$ cat src/pm_pkg.sv
// P-M microinstruction control
// shared types and widths for the run control, cycle control,
// counters and general register selector

`default_nettype none

package pm_pkg;

	// main sequencer states
	typedef enum logic [2:0] {
		P0 = 3'd0,
		P1 = 3'd1,
		P2 = 3'd2,
		P3 = 3'd3,
		P4 = 3'd4,
		P5 = 3'd5
	} pm_state_t;

	// general register number
	typedef logic [2:0] reg_num_t;

	// group counter
	localparam int LG_WIDTH = 2;

	// step counter
	localparam int LK_WIDTH = 4;

	// premodification counter
	localparam int MC_WIDTH = 2;

endpackage

`default_nettype wire

$ cat src/pm_ctrl_if.sv
// P-M cycle status bundle
// carries run, fetch/interrupt flags and the cycle start pulses
// from the cycle controller to the counters and register selector

`timescale 1ns/10ps
`default_nettype none

interface pm_ctrl_if;

	logic run;
	logic fetch;
	logic intr;
	// one clock each, same edge
	logic cycle_start;
	logic clear_state;

	modport src (
		output run,
		output fetch,
		output intr,
		output cycle_start,
		output clear_state
	);

	modport dst (
		input run,
		input fetch,
		input intr,
		input cycle_start,
		input clear_state
	);

endinterface

`default_nettype wire

$ cat src/pm_counters.sv
// P-M group and step counters
// LG steers multi-register transfers, LK counts the steps left,
// lk flag is high while steps remain

`timescale 1ns/10ps
`default_nettype none

module pm_counters (
	input logic __clk,
	input logic reset,
	input logic lg_load,
	input logic lg_dec,
	input logic [pm_pkg::LG_WIDTH-1:0] lg_in,
	input logic lk_load,
	input logic lk_dec,
	input logic [pm_pkg::LK_WIDTH-1:0] lk_in,
	output logic [pm_pkg::LG_WIDTH-1:0] lg,
	output logic lk,
	pm_ctrl_if.dst ctrl
);

	import pm_pkg::*;

	logic clr;
	logic [LG_WIDTH-1:0] lg_next;
	logic [LK_WIDTH-1:0] lk_cnt;
	logic [LK_WIDTH-1:0] lk_next;

	// both counters restart with each new cycle
	assign clr = ctrl.clear_state | ctrl.cycle_start;

	// group counter, saturates at zero
	always_comb begin
		lg_next = lg;
		if (clr) begin
			lg_next = '0;
		end else if (lg_load) begin
			lg_next = lg_in;
		end else if (lg_dec && (lg != '0)) begin
			lg_next = lg - 1'b1;
		end
	end

	// step counter, stops at zero
	always_comb begin
		lk_next = lk_cnt;
		if (clr) begin
			lk_next = '0;
		end else if (lk_load) begin
			lk_next = lk_in;
		end else if (lk_dec && (lk_cnt != '0)) begin
			lk_next = lk_cnt - 1'b1;
		end
	end

	always_ff @(posedge __clk) begin
		if (reset) begin
			lg <= '0;
			lk_cnt <= '0;
			lk <= 1'b0;
		end else begin
			lg <= lg_next;
			lk_cnt <= lk_next;
			// flag tracks the new count
			lk <= |lk_next;
		end
	end

endmodule

`default_nettype wire

$ cat src/pm_cycle.sv
// P-M run and cycle control
// start/wait flip-flops, branch indicator P, premodification counter,
// cycle-end (KC) and cycle-start (PC) one-shots and the choice
// between instruction fetch and interrupt accept

`timescale 1ns/10ps
`default_nettype none

module pm_cycle #(
	parameter int KC_TICKS = 7,
	parameter int PC_TICKS = 6
) (
	input logic __clk,
	input logic reset,
	input logic start_req,
	input logic stop,
	input logic clo,
	input logic hlt,
	input logic wx,
	input logic irq,
	input logic end_cycle,
	input logic set_p,
	input logic clr_p,
	input logic mc_inc,
	output logic start,
	output logic wait_st,
	output logic p,
	output logic mc_zero,
	output logic mc_full,
	output logic sp0,
	output logic si1,
	pm_ctrl_if.src ctrl
);

	import pm_pkg::*;

	logic [MC_WIDTH-1:0] mc;
	logic kc_q;
	logic kc_done;
	logic pc_q;
	logic pc_done;
	logic kc_trig;
	logic take_intr;
	logic fetch_q;
	logic intr_q;
	logic cyc_pulse;

	// start and wait
	always_ff @(posedge __clk) begin
		if (reset) begin
			start <= 1'b0;
			wait_st <= 1'b0;
		end else if (stop || clo) begin
			start <= 1'b0;
			wait_st <= 1'b0;
		end else begin
			if (start_req) begin
				start <= 1'b1;
			end
			if (hlt && wx) begin
				wait_st <= 1'b1;
			end else if (si1) begin
				// taking an interrupt wakes the processor up
				wait_st <= 1'b0;
			end
		end
	end

	assign ctrl.run = start & ~wait_st;

	// end_cycle is ignored while either one-shot is running
	assign kc_trig = end_cycle & ctrl.run & ~(kc_q | pc_q);

	univib #(
		.TICKS(KC_TICKS)
	) u_kc (
		.__clk(__clk),
		.reset(reset),
		.trig(kc_trig),
		.q(kc_q),
		.done(kc_done)
	);

	// PC follows the fall of KC
	univib #(
		.TICKS(PC_TICKS)
	) u_pc (
		.__clk(__clk),
		.reset(reset),
		.trig(kc_done),
		.q(pc_q),
		.done(pc_done)
	);

	assign take_intr = irq & ~p & mc_zero;

	// fetch or interrupt, latched as KC falls
	always_ff @(posedge __clk) begin
		if (reset) begin
			fetch_q <= 1'b0;
			intr_q <= 1'b0;
		end else if (kc_done) begin
			fetch_q <= ~take_intr;
			intr_q <= take_intr;
		end
	end

	assign ctrl.fetch = fetch_q;
	assign ctrl.intr = intr_q;

	// status pulses at the end of PC
	always_ff @(posedge __clk) begin
		if (reset) begin
			sp0 <= 1'b0;
			si1 <= 1'b0;
			cyc_pulse <= 1'b0;
		end else begin
			sp0 <= pc_done & fetch_q;
			si1 <= pc_done & intr_q;
			cyc_pulse <= pc_done;
		end
	end

	assign ctrl.cycle_start = cyc_pulse;
	assign ctrl.clear_state = cyc_pulse;

	// branch indicator
	always_ff @(posedge __clk) begin
		if (reset) begin
			p <= 1'b0;
		end else if (set_p) begin
			p <= 1'b1;
		end else if (clr_p) begin
			p <= 1'b0;
		end
	end

	// premodification counter, wraps
	always_ff @(posedge __clk) begin
		if (reset || ctrl.clear_state) begin
			mc <= '0;
		end else if (mc_inc) begin
			mc <= mc + 1'b1;
		end
	end

	assign mc_zero = (mc == '0);
	assign mc_full = &mc;

endmodule

`default_nettype wire

$ cat src/pm_regsel.sv
// P-M general register selector
// picks the register number from the group counter, the
// instruction fields or the panel selector, by main state

`timescale 1ns/10ps
`default_nettype none

module pm_regsel (
	input pm_pkg::pm_state_t state,
	input logic [15:0] ir,
	input pm_pkg::reg_num_t rs,
	input logic [pm_pkg::LG_WIDTH-1:0] lg,
	input logic group_xfer,
	output pm_pkg::reg_num_t rsel,
	pm_ctrl_if.dst ctrl
);

	import pm_pkg::*;

	reg_num_t group_reg;

	// group transfer walks registers from lg, offset by ir bit 0
	assign group_reg = reg_num_t'(lg) + reg_num_t'(ir[0]);

	always_comb begin
		if (group_xfer && ctrl.run) begin
			rsel = group_reg;
		end else if (state == P3) begin
			// A field
			rsel = ir[15:13];
		end else if (state == P4) begin
			// B field
			rsel = ir[12:10];
		end else if ((state == P0) && !ctrl.run) begin
			// panel register switches
			rsel = rs;
		end else begin
			rsel = '0;
		end
	end

endmodule

`default_nettype wire

$ cat src/pm_top.sv
// P-M microinstruction control, top level
// cycle controller, counters and register selector joined
// through the cycle status bundle

`timescale 1ns/10ps
`default_nettype none

module pm_top #(
	parameter int KC_TICKS = 7,
	parameter int PC_TICKS = 6
) (
	input logic __clk,
	input logic reset,
	// run and cycle control
	input logic start_req,
	input logic stop,
	input logic clo,
	input logic hlt,
	input logic wx,
	input logic irq,
	input logic end_cycle,
	input logic set_p,
	input logic clr_p,
	input logic mc_inc,
	output logic start,
	output logic wait_st,
	output logic run,
	output logic fetch,
	output logic intr,
	output logic p,
	output logic mc_zero,
	output logic mc_full,
	output logic sp0,
	output logic si1,
	// counters
	input logic lg_load,
	input logic lg_dec,
	input logic [pm_pkg::LG_WIDTH-1:0] lg_in,
	input logic lk_load,
	input logic lk_dec,
	input logic [pm_pkg::LK_WIDTH-1:0] lk_in,
	output logic [pm_pkg::LG_WIDTH-1:0] lg,
	output logic lk,
	// register selection
	input pm_pkg::pm_state_t state,
	input logic [15:0] ir,
	input pm_pkg::reg_num_t rs,
	input logic group_xfer,
	output pm_pkg::reg_num_t rsel
);

	pm_ctrl_if ctrl ();

	pm_cycle #(
		.KC_TICKS(KC_TICKS),
		.PC_TICKS(PC_TICKS)
	) u_cycle (
		.__clk(__clk),
		.reset(reset),
		.start_req(start_req),
		.stop(stop),
		.clo(clo),
		.hlt(hlt),
		.wx(wx),
		.irq(irq),
		.end_cycle(end_cycle),
		.set_p(set_p),
		.clr_p(clr_p),
		.mc_inc(mc_inc),
		.start(start),
		.wait_st(wait_st),
		.p(p),
		.mc_zero(mc_zero),
		.mc_full(mc_full),
		.sp0(sp0),
		.si1(si1),
		.ctrl(ctrl.src)
	);

	pm_counters u_counters (
		.__clk(__clk),
		.reset(reset),
		.lg_load(lg_load),
		.lg_dec(lg_dec),
		.lg_in(lg_in),
		.lk_load(lk_load),
		.lk_dec(lk_dec),
		.lk_in(lk_in),
		.lg(lg),
		.lk(lk),
		.ctrl(ctrl.dst)
	);

	pm_regsel u_regsel (
		.state(state),
		.ir(ir),
		.rs(rs),
		.lg(lg),
		.group_xfer(group_xfer),
		.rsel(rsel),
		.ctrl(ctrl.dst)
	);

	assign run = ctrl.run;
	assign fetch = ctrl.fetch;
	assign intr = ctrl.intr;

endmodule

`default_nettype wire

$ cat src/univib.sv
// one-shot (univibrator)
// a trigger while idle gives a pulse TICKS clocks long,
// done marks the last clock of the pulse

`timescale 1ns/10ps
`default_nettype none

module univib #(
	parameter int TICKS = 4
) (
	input logic __clk,
	input logic reset,
	input logic trig,
	output logic q,
	output logic done
);

	localparam int CW = $clog2(TICKS + 1);

	logic [CW-1:0] cnt;

	always_ff @(posedge __clk) begin
		if (reset) begin
			cnt <= '0;
		end else if (cnt != '0) begin
			cnt <= cnt - 1'b1;
		end else if (trig) begin
			cnt <= CW'(TICKS);
		end
	end

	assign q = (cnt != '0);
	// count is about to hit zero
	assign done = (cnt == CW'(1));

endmodule

`default_nettype wire

$ cat config.mk
export PLATFORM = sky130hd
export DESIGN_NAME = pm_top
export DESIGN_NICKNAME = d
export VERILOG_FILES = /design/src/pm_pkg.sv /design/src/pm_ctrl_if.sv /design/src/pm_counters.sv /design/src/pm_cycle.sv /design/src/pm_regsel.sv /design/src/pm_top.sv /design/src/univib.sv
export SDC_FILE = /design/constraint.sdc
export NUM_CORES = 1
export LEC_CHECK = 0
export BUFFER_PORTS_ARGS = -buffer_cell sky130_fd_sc_hd__buf_4
export CAP_MARGIN = 20
export CORE_ASPECT_RATIO = 0.7
export CORE_MARGIN = 2
export CORE_UTILIZATION = 39
export CTS_CLUSTER_DIAMETER = 100
export DETAILED_ROUTE_END_ITERATION = 8
export PLACE_DENSITY = 0.75
export SLEW_MARGIN = 20
export SYNTH_ARGS = -nofsm -noshare
export SYNTH_HDL_FRONTEND = slang
export SYNTH_SLANG_ARGS = --single-unit
$ cat constraint.sdc
create_clock -name __clk -period 2.1 [get_ports __clk]
set_input_delay 0.105 -clock __clk [delete_from_list [all_inputs] [get_ports __clk]]
set_output_delay 0.105 -clock __clk [all_outputs]
set_load 0.03 [all_outputs]
Yosys cells after proc, flatten, opt, wreduce, memory -nomap -nowiden
Cells that the tools add are included.
{"block": "word_totals", "reg_bits": 23, "output_inout_bits": 16, "elab_cells": 76}
{"block": "op_classes", "addsub": 6, "eq_ne": 4, "mux": 17, "n_bitwise": 12, "n_reduce_logical": 23}
{"op": "3-bit 2-to-1 mux", "count": 8}
{"op": "4-bit 2-to-1 mux", "count": 3}
{"op": "2-bit nonzero test", "count": 6}
{"op": "1-bit bitwise AND", "count": 7}
{"op": "3-bit by 1-bit equality test with 1-bit output (second input constant)", "count": 2}
{"op": "3-bit nonzero test", "count": 2}
{"op": "3-bit by 1-bit subtractor with 3-bit output (second input constant)", "count": 2}
{"op": "1-bit logical AND", "count": 5}
{"op": "1-bit 2-to-1 mux", "count": 4}
{"op": "2-bit 2-to-1 mux", "count": 2}
{"op": "1-bit inverter", "count": 4}
{"op": "4-bit nonzero test", "count": 1}
{"op": "2-bit OR reduction", "count": 2}
{"op": "4-bit OR reduction", "count": 1}
{"op": "4-bit by 1-bit subtractor with 4-bit output (second input constant)", "count": 1}
{"op": "2-bit by 1-bit adder with 3-bit output", "count": 1}
{"op": "3-bit by 2-bit equality test with 1-bit output (second input constant)", "count": 1}
{"op": "3-bit equality test (second input constant)", "count": 1}
{"op": "3-bit zero test", "count": 1}
{"op": "2-bit by 1-bit adder with 2-bit output (second input constant)", "count": 1}
{"op": "2-bit zero test", "count": 1}
{"op": "1-bit logical OR", "count": 2}
{"op": "2-bit AND reduction", "count": 1}
{"op": "2-bit by 1-bit subtractor with 2-bit output (second input constant)", "count": 1}
{"op": "other kinds (2)", "count": 2}

Longest topological paths before layout
Gate-level depths: netlist (run 1).
{"block": "depth", "ltp_word": 8, "mapped_depth": 6}

By module
Synthesis (run 1) repeated with hierarchy kept, for this count alone.
{"block": "unflattened", "hier_cells": 142, "area_unflattened_um2": 1291.2}
{"module": "pm_cycle", "instances": 1, "cells_each": 38, "area_per_inst_um2": 391.6, "seq_area_each_um2": 200.2}
{"module": "pm_counters", "instances": 1, "cells_each": 45, "area_per_inst_um2": 384.1, "seq_area_each_um2": 140.1}
{"module": "univib at u_cycle.u_pc", "instances": 1, "cells_each": 19, "area_per_inst_um2": 186.4, "seq_area_each_um2": 60.1}
{"module": "univib at u_cycle.u_kc", "instances": 1, "cells_each": 18, "area_per_inst_um2": 183.9, "seq_area_each_um2": 60.1}
{"module": "pm_regsel", "instances": 1, "cells_each": 22, "area_per_inst_um2": 145.1, "seq_area_each_um2": 0.0}

Worst setup path before layout (run 1)
OpenSTA, ideal clock, no wires.
{"block": "synth_timing", "path_kind": "reg2out", "from": "reg u_cycle.wait_st", "to": "out rsel[0]", "t_arrival_ns": 1.713, "setup_slack_ns": 0.282, "path_stages_with_launch": 5, "path_buffers": 0, "path_cell_list": "dfxtp_1 nor2b_2 nor4_1 a222oi_1 a21oi_1"}
{"block": "synth_via", "elab_chain_len": 8, "word_cells_on_any_way": 9, "classes_between": "mux: 4; bitwise: 2; reduce/logical: 3"}
{"element": "start, declared", "line_no": "pm_cycle.sv:26", "source": "output logic wait_st,"}
{"element": "start signal, assigned", "line_no": "pm_cycle.sv:52", "source": "wait_st <= 1'b0;"}
{"element": "start signal, assigned", "line_no": "pm_cycle.sv:55", "source": "wait_st <= 1'b0;"}
{"element": "start signal, assigned", "line_no": "pm_cycle.sv:61", "source": "wait_st <= 1'b1;"}
{"element": "1-bit inverter (*)", "line_no": "pm_cycle.sv:69", "source": "assign ctrl.run = start & ~wait_st;"}
{"element": "1-bit bitwise AND (*)", "line_no": "pm_cycle.sv:69"}
{"element": "via run", "line_no": "pm_top.sv:27", "source": "output logic run,"}
{"element": "1-bit zero test", "line_no": "pm_regsel.sv:34", "source": "end else if ((state == P0) && !ctrl.run) begin"}
{"element": "1-bit logical AND", "line_no": "pm_regsel.sv:34"}
{"element": "3-bit 2-to-1 mux", "line_no": "pm_regsel.sv:34"}
{"element": "3-bit 2-to-1 mux", "line_no": "pm_regsel.sv:31", "source": "end else if (state == P4) begin"}
{"element": "3-bit 2-to-1 mux", "line_no": "pm_regsel.sv:28", "source": "end else if (state == P3) begin"}
{"element": "3-bit 2-to-1 mux (*)", "line_no": "pm_regsel.sv:26", "source": "if (group_xfer && ctrl.run) begin"}
{"element": "end, declared", "line_no": "pm_top.sv:49", "source": "output pm_pkg::reg_num_t rsel"}
Mark *: on every way through the listed nets, which the timed path passes. The rest lies on a longest branch.

Final worst setup path (run 1)
{"block": "layout_timing", "from": "reg u_cycle.start", "to": "out rsel[1]"}
{"block": "layout_via", "elab_chain_len": 7, "word_cells_on_any_way": 8, "classes_between": "mux: 4; bitwise: 1; reduce/logical: 3"}
{"element": "start, declared", "line_no": "pm_cycle.sv:25", "source": "output logic start,"}
{"element": "start signal, assigned", "line_no": "pm_cycle.sv:51", "source": "start <= 1'b0;"}
{"element": "start signal, assigned", "line_no": "pm_cycle.sv:54", "source": "start <= 1'b0;"}
{"element": "start signal, assigned", "line_no": "pm_cycle.sv:58", "source": "start <= 1'b1;"}
{"element": "1-bit bitwise AND (*)", "line_no": "pm_cycle.sv:69"}
{"element": "1-bit zero test", "line_no": "pm_regsel.sv:34"}
{"element": "1-bit logical AND", "line_no": "pm_regsel.sv:34"}
{"element": "3-bit 2-to-1 mux", "line_no": "pm_regsel.sv:34"}
{"element": "3-bit 2-to-1 mux", "line_no": "pm_regsel.sv:31"}
{"element": "3-bit 2-to-1 mux", "line_no": "pm_regsel.sv:28"}
{"element": "3-bit 2-to-1 mux (*)", "line_no": "pm_regsel.sv:26"}
Every way passes the cells marked *; elsewhere a longest branch is shown, timed or not.

==> out/results.ini, run 1 <==
[status]
status=completed

[power_and_ir_drop]
p_leak_nw=0.830
power_density_nw_per_um2=921
ir_drop_uv=440

[clocking]
cts-resized-gates=0
cts-root-buf=clkbuf_8
cts.sinks=23
insertion_delay_ps=270
clock_path_buffers=2
clk_pin_slew_ps=80
h-tree-depth=1
cts_made_buffers=3
cts_tree=done

[synthesis]
synth-xor-area-share_pct=1.43
ys_warn_count=0
synth_seq_cells=23
yosys.area.top_type=dfxtp_1
async_flop_share_pct=0
synth-main-ff-cell=dfxtp_1
synth_most_common_cell=dfxtp_1
synthTopCellsByArea=dfxtp_1 38%, ha_1 12%, inv_1 4.6%
synth_top_family_by_area=simple AND/OR/NAND/NOR gates
synth.top_cell.area_share_pct=37.6
syn_area_sq_um=1220
syn_inst=139
synth_nets=196
synth_commonest_cells=23 x dfxtp_1, 15 x inv_1, 15 x nor2_1
ys_seq_area_share_pct=37.6
muxShareOfSynthArea_pct=3.37
yosysUniqueCellTypes=38
synthSimpleGateAreaFrac_pct=23.4
syn_area_per_cell_sq_um=8.81
synth_compound_area_share_pct=16.3
synthAdderAreaFrac_pct=12.3
synth_edf_count=0

[timing]
grt_setup_unrepaired=false
period_minus_slack_ps=1870
worst_pin_slew_ps=505
hold_viol=0
fin_setup_tns_ps=0
skew_ps=1.44
timing.fmax_mhz=534
setup_viol=0
fin_crit_sh_pct=89.2
slew_violations=0
slew_headroom_pct=66.0

[final_layout]
fillers=265
layout-drive-gt1-share_pct=30.9
syn2layout_area_growth_pct=40.1
instances_no_fill=230
nNetsFinal=252
n_antenna_cell=0

[floorplan]
die-width_um=71.0
core_sq_um=2880
dieArea_sq_um=3610
ios=61
dieHeight_um=50.9
rows=16
initial_core_util_pct=42.5

[setup_path]
worstSetupStartpointType=register
slowest_stage=nor4_1
timing.critical_path.required_ps=2000
cp_max_fo=4
setup.worst_path.end=rsel[1]
crit_path_max_incr_delay_ps=400
crit_start=u_cycle.start$_SDFFE_PP0P_
cp_top_family=simple AND/OR/NAND/NOR gates
r2r_setup_slack_ps=380
path_cells=nor2b_2, nor4_1, a222oi_1, a21oi_1, buf_4
crit_buf_inv=1
endpoint_kind=primary output
r2r-start=u_counters.lk_cnt[0]$_SDFF_PP0_
critical_path_depth=5
critPathArrivalTime_ps=1770
crit_type=register to primary output
rr_worst_depth=6
r2r-end=u_counters.lk$_SDFF_PP0_

[routing]
via_count=1220
drt_first_pass_iters=4
wire_per_inst_um=13.3
drt_iter0_markers=40
antenna_left=0
viasPerCell=5.30
totalWireLength_um=3070
drc_errors=0

[job]
drv_cap=0

[placement]
portBuffers=51
place.gp.congestion=0.867
dpl.cell_count=223
hpwl_um=2450

[global_routing]
antenna_found_initial=0
grt_util_all_layers_pct=18.3
gr-total-overflow=0
grt_pass1_vias=1244
grt_max_degree=14
grt_pass1_wl_um=5190

[min_path]
hold_path.class=input pin to register

[metal layers]
metal | up-vias | track usage, % | routed length (um)
met5 | - | 0 | 0
met4 | 0 | 6.29 | 42
met3 | 7 | 6.71 | 331
met2 | 62 | 32.1 | 1410
met1 | 554 | 20.7 | 1290
li1 | 597 | - | -
[worst min-delay path by stage]
stage / from / end / slack [ps] / depth (start not counted)
6_report: set_p / u_cycle.p$_SDFFE_PP0P_ / 40 / 3
4_1_cts: set_p / u_cycle.p$_SDFFE_PP0P_ / 40 / 3
2_1_floorplan: clo / u_cycle.start$_SDFFE_PP0P_ / 180 / 1
3_3_place_gp: stop / u_cycle.start$_SDFFE_PP0P_ / 280 / 2
5_1_grt: set_p / u_cycle.p$_SDFFE_PP0P_ / 70 / 3
3_5_place_dp: clo / u_cycle.start$_SDFFE_PP0P_ / 280 / 2
[worst reg2reg max path, cell delays in order (launching register included)]
cell	delay, ps
dfxtp_1	330
inv_1	70
ha_1	200
nor3b_1	430
nor3_1	110
o311ai_1	310
o211ai_1	140
[what timing repair did]
action	CTS	global route
endpoints found under the hold margin	2	0
buffers inserted	0	0
hold buffers	3	0
[cell families after synthesis]
logic type               Yosys count
AND/OR/NAND/NOR                   53
adder cells (fa/ha/maj)           12
buffers and inverters             18
multiplexers                       4
AO/OA/AOI/OAI                     27
XOR/XNOR                           2
flip-flops                        23
[stage by stage]
step                      area (sq um)  hold slack, ps  setup WS (ps)  power, mW  utilization, %
after floorplan                   1220             182            282       1.08               -
after global placement            1640             277            518       1.26            56.9
final                             1720            40.2            228       1.58            59.5
after CTS                         1720            38.4            270       1.59            59.5
after detailed placement          1640             283            428       1.30            56.9
after global routing              1720            71.5            130       1.72            59.5
[area by class of cell]
type / instances / area (sq um) / area share, %
multi-input cells: 98 / 696 / 40.5
flip-flops and latches: 23 / 460 / 26.8
repair buffers: 54 / 413 / 24.1
inverters: 15 / 56.3 / 3.28
well taps: 36 / 45.0 / 2.62
clock buffers: 3 / 41.3 / 2.41
clock inverters: 1 / 5.00 / 0.292
[power breakdown]
group          switching, mW  internal (mW)
logic                  0.382          0.308
registers             0.0738          0.539
clock network          0.145          0.133
total                  0.601          0.980
[layout by cell type, fill, tap and decap left out, drive strengths merged, types with 2 or more instances in the layout]
master / count
or2: 2
nor4: 3
ha: 12
a21oi: 8
nor2b: 5
clkbuf: 3
nand2: 9
nand2b: 4
nor3b: 3
nor2: 15
buf: 51
a222oi: 3
dlygate4sd3: 3
a211o: 2
and3: 2
inv: 15
nor3: 2
and2: 2
a211oi: 5
xnor2: 2
dfxtp: 23
mux2i: 3
[state kept, by name, indices dropped and copies added, names as in the netlist]
| register | flops |
|---|---|
| u_counters.lk_cnt | 4 |
| u_cycle.u_kc.cnt | 3 |
| u_cycle.u_pc.cnt | 3 |
| u_counters.lg | 2 |
| u_cycle.mc | 2 |
| u_counters.lk | 1 |
| u_cycle.ctrl.clear_state | 1 |
| u_cycle.ctrl.fetch | 1 |
| u_cycle.ctrl.intr | 1 |
| u_cycle.p | 1 |
| u_cycle.si1 | 1 |
| u_cycle.sp0 | 1 |
| u_cycle.start | 1 |
| u_cycle.wait_st | 1 |
No activity file was read; power rests on OpenSTA's default activity.
==> inputs of run 2 (changes only) <==
--- a/config.mk
+++ b/config.mk
@@ -8,7 +8,6 @@
 export BUFFER_PORTS_ARGS = -buffer_cell sky130_fd_sc_hd__buf_4
 export CAP_MARGIN = 20
 export CORE_ASPECT_RATIO = 0.7
-export CORE_MARGIN = 2
 export CORE_UTILIZATION = 39
 export CTS_CLUSTER_DIAMETER = 100
 export DETAILED_ROUTE_END_ITERATION = 8
==> run 2 against run 1 <==
Sequential power about the same. Utilization unchanged. Power decreased by 1.8%. Sequential share of layout area unchanged. Register-to-register slack improved by 60 ps. Fmax increased by 2.1%. Routed wire length decreased by 6.8%. Global-route usage decreased by 1.0 points. Largest power group unchanged. Critical path depth unchanged. Via count decreased by 3.6%. Hold slack improved by 15 ps.
==> out/results.ini, run 2 (synthesized netlist as in run 1, its figures left out) <==
[routing]
viasPerCell=5.11  ; -3.6%
drc_errors=0  ; unchanged
totalWireLength_um=2860  ; -6.8%
drt_first_pass_iters=7  ; +3
drt_iter0_markers=29  ; -28%
antenna_left=0  ; unchanged
wire_per_inst_um=12.4  ; -6.8%
via_count=1176  ; -3.6%

[clocking]
h-tree-depth=1  ; unchanged
cts-root-buf=clkbuf_8
cts.sinks=23  ; unchanged
clk_pin_slew_ps=80  ; about the same
clock_path_buffers=2  ; unchanged
cts_made_buffers=3  ; unchanged
cts-resized-gates=0  ; unchanged
cts_tree=done
insertion_delay_ps=260  ; about the same

[setup_path]
critPathArrivalTime_ps=1730  ; -40 ps
r2r-start=u_counters.lk_cnt[0]$_SDFF_PP0_
endpoint_kind=primary output
path_cells=nor2b_2, nor4_1, a222oi_1, a21oi_1, buf_4
worstSetupStartpointType=register
cp_max_fo=4  ; unchanged
crit_buf_inv=1  ; unchanged
slowest_stage=nor4_1
crit_path_max_incr_delay_ps=390  ; about the same
timing.critical_path.required_ps=2000  ; about the same
crit_type=register to primary output
r2r_setup_slack_ps=440  ; +60 ps
rr_worst_depth=6  ; unchanged
cp_top_family=simple AND/OR/NAND/NOR gates
r2r-end=u_counters.lk$_SDFF_PP0_

[power_and_ir_drop]
power_density_nw_per_um2=904  ; -1.8%
p_total_mw=1.55  ; -1.8%
p_leak_nw=0.830  ; about the same
ir_drop_uv=512  ; +16%

[placement]
hpwl_um=2340  ; -4.3%
pre_cts_ws_ps=482  ; +53.9 ps
dpl.cell_count=223  ; unchanged
place.gp.congestion=0.860  ; -0.80%
place_area_sq_um=1640  ; unchanged
portBuffers=51  ; unchanged

[status]
status=completed

[final_layout]
final_cell_mix=51 x buf_4, 23 x dfxtp_1, 15 x inv_1, 15 x nor2_1, 12 x ha_1
fin_area_sq_um=1720  ; unchanged
n_antenna_cell=0  ; unchanged
largest_register_ffs=4  ; unchanged
seqCellArea_sq_um=460  ; unchanged
layout-drive-gt1-share_pct=30.9  ; unchanged
nNetsFinal=252  ; unchanged
instances_no_fill=230  ; unchanged
fillers=248  ; -6.4%
final_core_util_pct=59.5  ; unchanged
final_common_cell=buf_4
reg_top3=u_counters.lk_cnt (4), u_cycle.u_kc.cnt (3), u_cycle.u_pc.cnt (3)
multi_input_area_sq_um=696  ; unchanged
syn2layout_area_growth_pct=40.1  ; unchanged
largest-register=u_counters.lk_cnt

[timing]
skew_ps=5.95  ; +4.51 ps
postLayoutSetupSlackWorst_ps=266  ; +38.6 ps
grt_setup_unrepaired=false
fin_crit_sh_pct=87.3  ; -1.8 points
whs_ps=55.3  ; +15.1 ps
timing.fmax_mhz=545  ; +2.1%
hold_viol=0  ; unchanged
setup_viol=0  ; unchanged
slew_violations=0  ; unchanged
period_minus_slack_ps=1830  ; -38.6 ps
fin_setup_tns_ps=0  ; unchanged
worst_pin_slew_ps=498  ; -7.30 ps
slew_headroom_pct=66.5  ; +0.49 points

[global_routing]
grt_pass1_wl_um=4390  ; -15%
gr-total-overflow=0  ; unchanged
grt_pass1_vias=1105  ; -11%
grt_util_all_layers_pct=17.3  ; -1.0 points
grt_max_degree=14  ; unchanged
antenna_found_initial=0  ; unchanged

[min_path]
min_delay_path_depth=3  ; unchanged
hold_path_startpoint=set_p
hold_path.class=input pin to register
hold_path_end=u_cycle.p$_SDFFE_PP0P_

[floorplan]
initial_core_util_pct=42.5  ; unchanged
dieHeight_um=48.9  ; -3.9%
die-width_um=69.0  ; -2.8%
core_sq_um=2880  ; unchanged
dieArea_sq_um=3370  ; -6.6%
ios=61  ; unchanged
rows=16  ; unchanged

[job]
drv_cap=0  ; unchanged

-- run 2: cell counts in the layout (fill, tap and decap cells not counted) --
No cell type changed its count.
-- run 2: worst max path at each step --
stage,from,endpoint,slack (ps),depth (start not counted)
2_1_floorplan,u_cycle.wait_st$_SDFFE_PP0P_,rsel[0],280,4
3_3_place_gp,u_counters.lk_cnt[0]$_SDFF_PP0_,u_counters.lk$_SDFF_PP0_,510,6
3_5_place_dp,u_counters.lk_cnt[0]$_SDFF_PP0_,u_counters.lk$_SDFF_PP0_,480,6
4_1_cts,u_cycle.start$_SDFFE_PP0P_,rsel[2],270,5
5_1_grt,u_cycle.start$_SDFFE_PP0P_,rsel[2],130,5
6_report,u_cycle.start$_SDFFE_PP0P_,rsel[2],270,5
-- run 2: layer usage --
layer / track usage, % / vias to the layer above / routed length [um]
met2: 31.9 / 47 / 1340
li1: - / 600 / -
met4: 3.06 / 0 / 11
met1: 19.5 / 527 / 1240
met5: 0 / - / 0
met3: 4.67 / 2 / 269
-- run 2: tightest hold or removal path: cells and delay by family --
kind | cells | cell delay, ps
AOI/OAI and AO/OA | 1 | 30
and+or+nand+nor | 1 | 60
buffers and inverters | 1 | 80
-- run 2: report_power, final --
| group | leakage [nW] | internal (mW) | switching (mW) |
|---|---|---|---|
| clock network | 0.0255 | 0.132 | 0.135 |
| logic | 0.614 | 0.305 | 0.368 |
| registers | 0.190 | 0.540 | 0.0724 |
-- run 2: repair_timing --
item                                   in CTS  in global routing
hold buffers                                3                  0
endpoints found under the hold margin       2                  0
buffers inserted                            0                  0
-- run 2: layout make-up --
| cell class | instances | share of cell area (%) |
|---|---|---|
| Timing Repair Buffer | 54 | 24.1 |
| Sequential cell | 23 | 26.8 |
| Inverter | 15 | 3.28 |
| Tap cell | 36 | 2.62 |
| Multi-Input combinational cell | 98 | 40.5 |
| Clock inverter | 1 | 0.292 |
| Clock buffer | 3 | 2.41 |
==> inputs of run 3 (changes only) <==
--- a/config.mk
+++ b/config.mk
@@ -12,6 +12,7 @@
 export CTS_CLUSTER_DIAMETER = 100
 export DETAILED_ROUTE_END_ITERATION = 8
 export PLACE_DENSITY = 0.75
+export REMOVE_ABC_BUFFERS = 1
 export SLEW_MARGIN = 20
 export SYNTH_ARGS = -nofsm -noshare
 export SYNTH_HDL_FRONTEND = slang
==> run 3 against run 2 <==
Clock-buffer cell count stayed put. Sequential power hardly changed. Fmax is 0.32% lower. Final area is 1.2% lower. Largest cell class unchanged.
==> out/results.ini, run 3 (synthesized netlist as in run 1, its figures left out) <==
[setup_path]
timing.critical_path.required_ps=2000  ; about the same
cp_max_fo=4  ; unchanged
r2r-start=u_counters.lk_cnt[0]$_SDFF_PP0_
critPathArrivalTime_ps=1730  ; about the same
endpoint_kind=primary output
crit_type=register to primary output
rr_worst_depth=6  ; unchanged
r2r_setup_slack_ps=360  ; -80 ps
r2r-end=u_counters.lk$_SDFF_PP0_
worstSetupStartpointType=register

[timing]
fin_setup_tns_ps=0  ; unchanged
timing.fmax_mhz=544  ; -0.32%
skew_ps=0.991  ; -4.96 ps
period_minus_slack_ps=1840  ; +5.91 ps
fin_crit_sh_pct=87.6  ; +0.28 points
grt_setup_unrepaired=false
hold_viol=0  ; unchanged
setup_viol=0  ; unchanged
worst_pin_slew_ps=485  ; -13.1 ps
slew_violations=0  ; unchanged
slew_headroom_pct=67.4  ; +0.88 points

[routing]
totalWireLength_um=2860  ; +0.10%
drc_errors=0  ; unchanged
drt_first_pass_iters=4  ; -3
via_count=1184  ; +0.68%
antenna_left=0  ; unchanged
viasPerCell=5.19  ; +1.6%
wire_per_inst_um=12.6  ; +0.98%
drt_iter0_markers=31  ; +6.9%

[power_and_ir_drop]
p_total_mw=1.56  ; +0.39%
power_switching_mw=0.581  ; +0.93%
ir_drop_uv=594  ; +16%
power_switching_share_pct=37.3  ; +0.20 points
power_frac_seq_pct=39.3  ; about the same
p_leak_nw=0.819  ; -1.3%
power_density_nw_per_um2=918  ; +1.6%
combPwrFrac_pct=43.7  ; +0.3 points
internal_power_mw=0.977  ; about the same
power_frac_clock_pct=17.0  ; -0.2 points

[min_path]
hold_path_startpoint=clo
hold_path_end=u_cycle.wait_st$_SDFFE_PP0P_
min_delay_path_depth=2  ; -1
hold_path.class=input pin to register

[final_layout]
n_antenna_cell=0  ; unchanged
final_cell_mix=51 x buf_4, 23 x dfxtp_1, 15 x inv_1, 15 x nor2_1, 12 x ha_1
syn2layout_area_growth_pct=38.5
reg_top3=u_counters.lk_cnt (4), u_cycle.u_kc.cnt (3), u_cycle.u_pc.cnt (3)
largest-register=u_counters.lk_cnt
largest_register_ffs=4  ; unchanged
final_common_cell=buf_4
layout-drive-gt1-share_pct=31.3  ; +0.32 points
nNetsFinal=250  ; -0.79%
fillers=258  ; +4.0%
instances_no_fill=228  ; -0.87%
final_core_util_pct=58.9  ; -0.69 points

[floorplan]
dieArea_sq_um=3370  ; unchanged
rows=16  ; unchanged
die-width_um=69.0  ; unchanged
initial_core_util_pct=42.5  ; unchanged
core_sq_um=2880  ; unchanged
dieHeight_um=48.9  ; unchanged
ios=61  ; unchanged

[job]
drv_cap=0  ; unchanged

[placement]
portBuffers=51  ; unchanged
place.gp.congestion=0.784  ; -8.8%
hpwl_um=2370  ; +1.0%
dpl.cell_count=223  ; unchanged

[global_routing]
grt_util_all_layers_pct=17.1  ; -0.14 points
grt_pass1_vias=1111  ; +0.54%
antenna_found_initial=0  ; unchanged
grt_max_degree=14  ; unchanged
grt_pass1_wl_um=4370  ; -0.32%
gr-total-overflow=0  ; unchanged

[clocking]
cts.sinks=23  ; unchanged
cts_made_buffers=3  ; unchanged
cts-resized-gates=0  ; unchanged
h-tree-depth=1  ; unchanged
cts_tree=done
clk_pin_slew_ps=80  ; about the same
postCtsSetupBuffers=0  ; unchanged
insertion_delay_ps=260  ; about the same
cts-root-buf=clkbuf_8
clock_path_buffers=2  ; unchanged

[status]
status=completed

-- run 3: repair_timing --
action                     CTS  global route
hold endpoints to repair     0             1
setup endpoints to repair    0             0
hold buffers                 0             1
-- run 3: layer usage --
layer  global-route usage (%)  share of wire, %  wire (um)  vias up
met3                     5.37               8.6        245        4
li1                         -                 -          -      596
met4                     4.08              0.66         19        0
met1                     18.9                42       1200      539
met5                        0                 0          0        -
met2                     31.1                49       1400       45
-- run 3: stage by stage --
step                hold WS, ps  worst slack, ps  cell area (sq um)
global route              0.350              138               1700
floorplan                   174              282               1210
CTS                       0.599              244               1690
finish                     4.62              260               1700
detailed placement          282              394               1640
global placement            277              470               1640
-- run 3: worst max-delay path: stages (launching register included) --
cell and delay [ps]:
dfxtp_1 330, nor2b_2 180, nor4_1 380, a222oi_1 220, a21oi_1 190, buf_4 180
-- run 3: cell type report --
cell class,count,area (sq um),share of cell area (%)
Clock inverter,1,5.00,0.295
Timing Repair Buffer,52,393,23.2
Clock buffer,3,41.3,2.43
Inverter,15,56.3,3.32
Tap cell,36,45.0,2.65
Sequential cell,23,460,27.1
Multi-Input combinational cell,98,696,41.0
-- run 3: how the worst max path moves through the flow --
stage / start / to / slack [ps] / cells past startpoint
floorplan: u_cycle.wait_st$_SDFFE_PP0P_ / rsel[0] / 280 / 4
CTS: u_cycle.start$_SDFFE_PP0P_ / rsel[1] / 240 / 5
finish: u_cycle.start$_SDFFE_PP0P_ / rsel[1] / 260 / 5
global route: u_cycle.start$_SDFFE_PP0P_ / rsel[1] / 140 / 5
global placement: u_counters.lk_cnt[0]$_SDFF_PP0_ / u_counters.lk$_SDFF_PP0_ / 470 / 6
detailed placement: u_counters.lk_cnt[0]$_SDFF_PP0_ / u_counters.lk$_SDFF_PP0_ / 390 / 6
-- run 3: power by group through the flow --
stage,Clock [mW],Sequential (mW),Combinational (mW)
global placement,0,0.614,0.638
detailed placement,0,0.621,0.679
finish,0.266,0.612,0.681
global route,0.293,0.624,0.760
CTS,0.274,0.612,0.684
floorplan,0,0.652,0.423
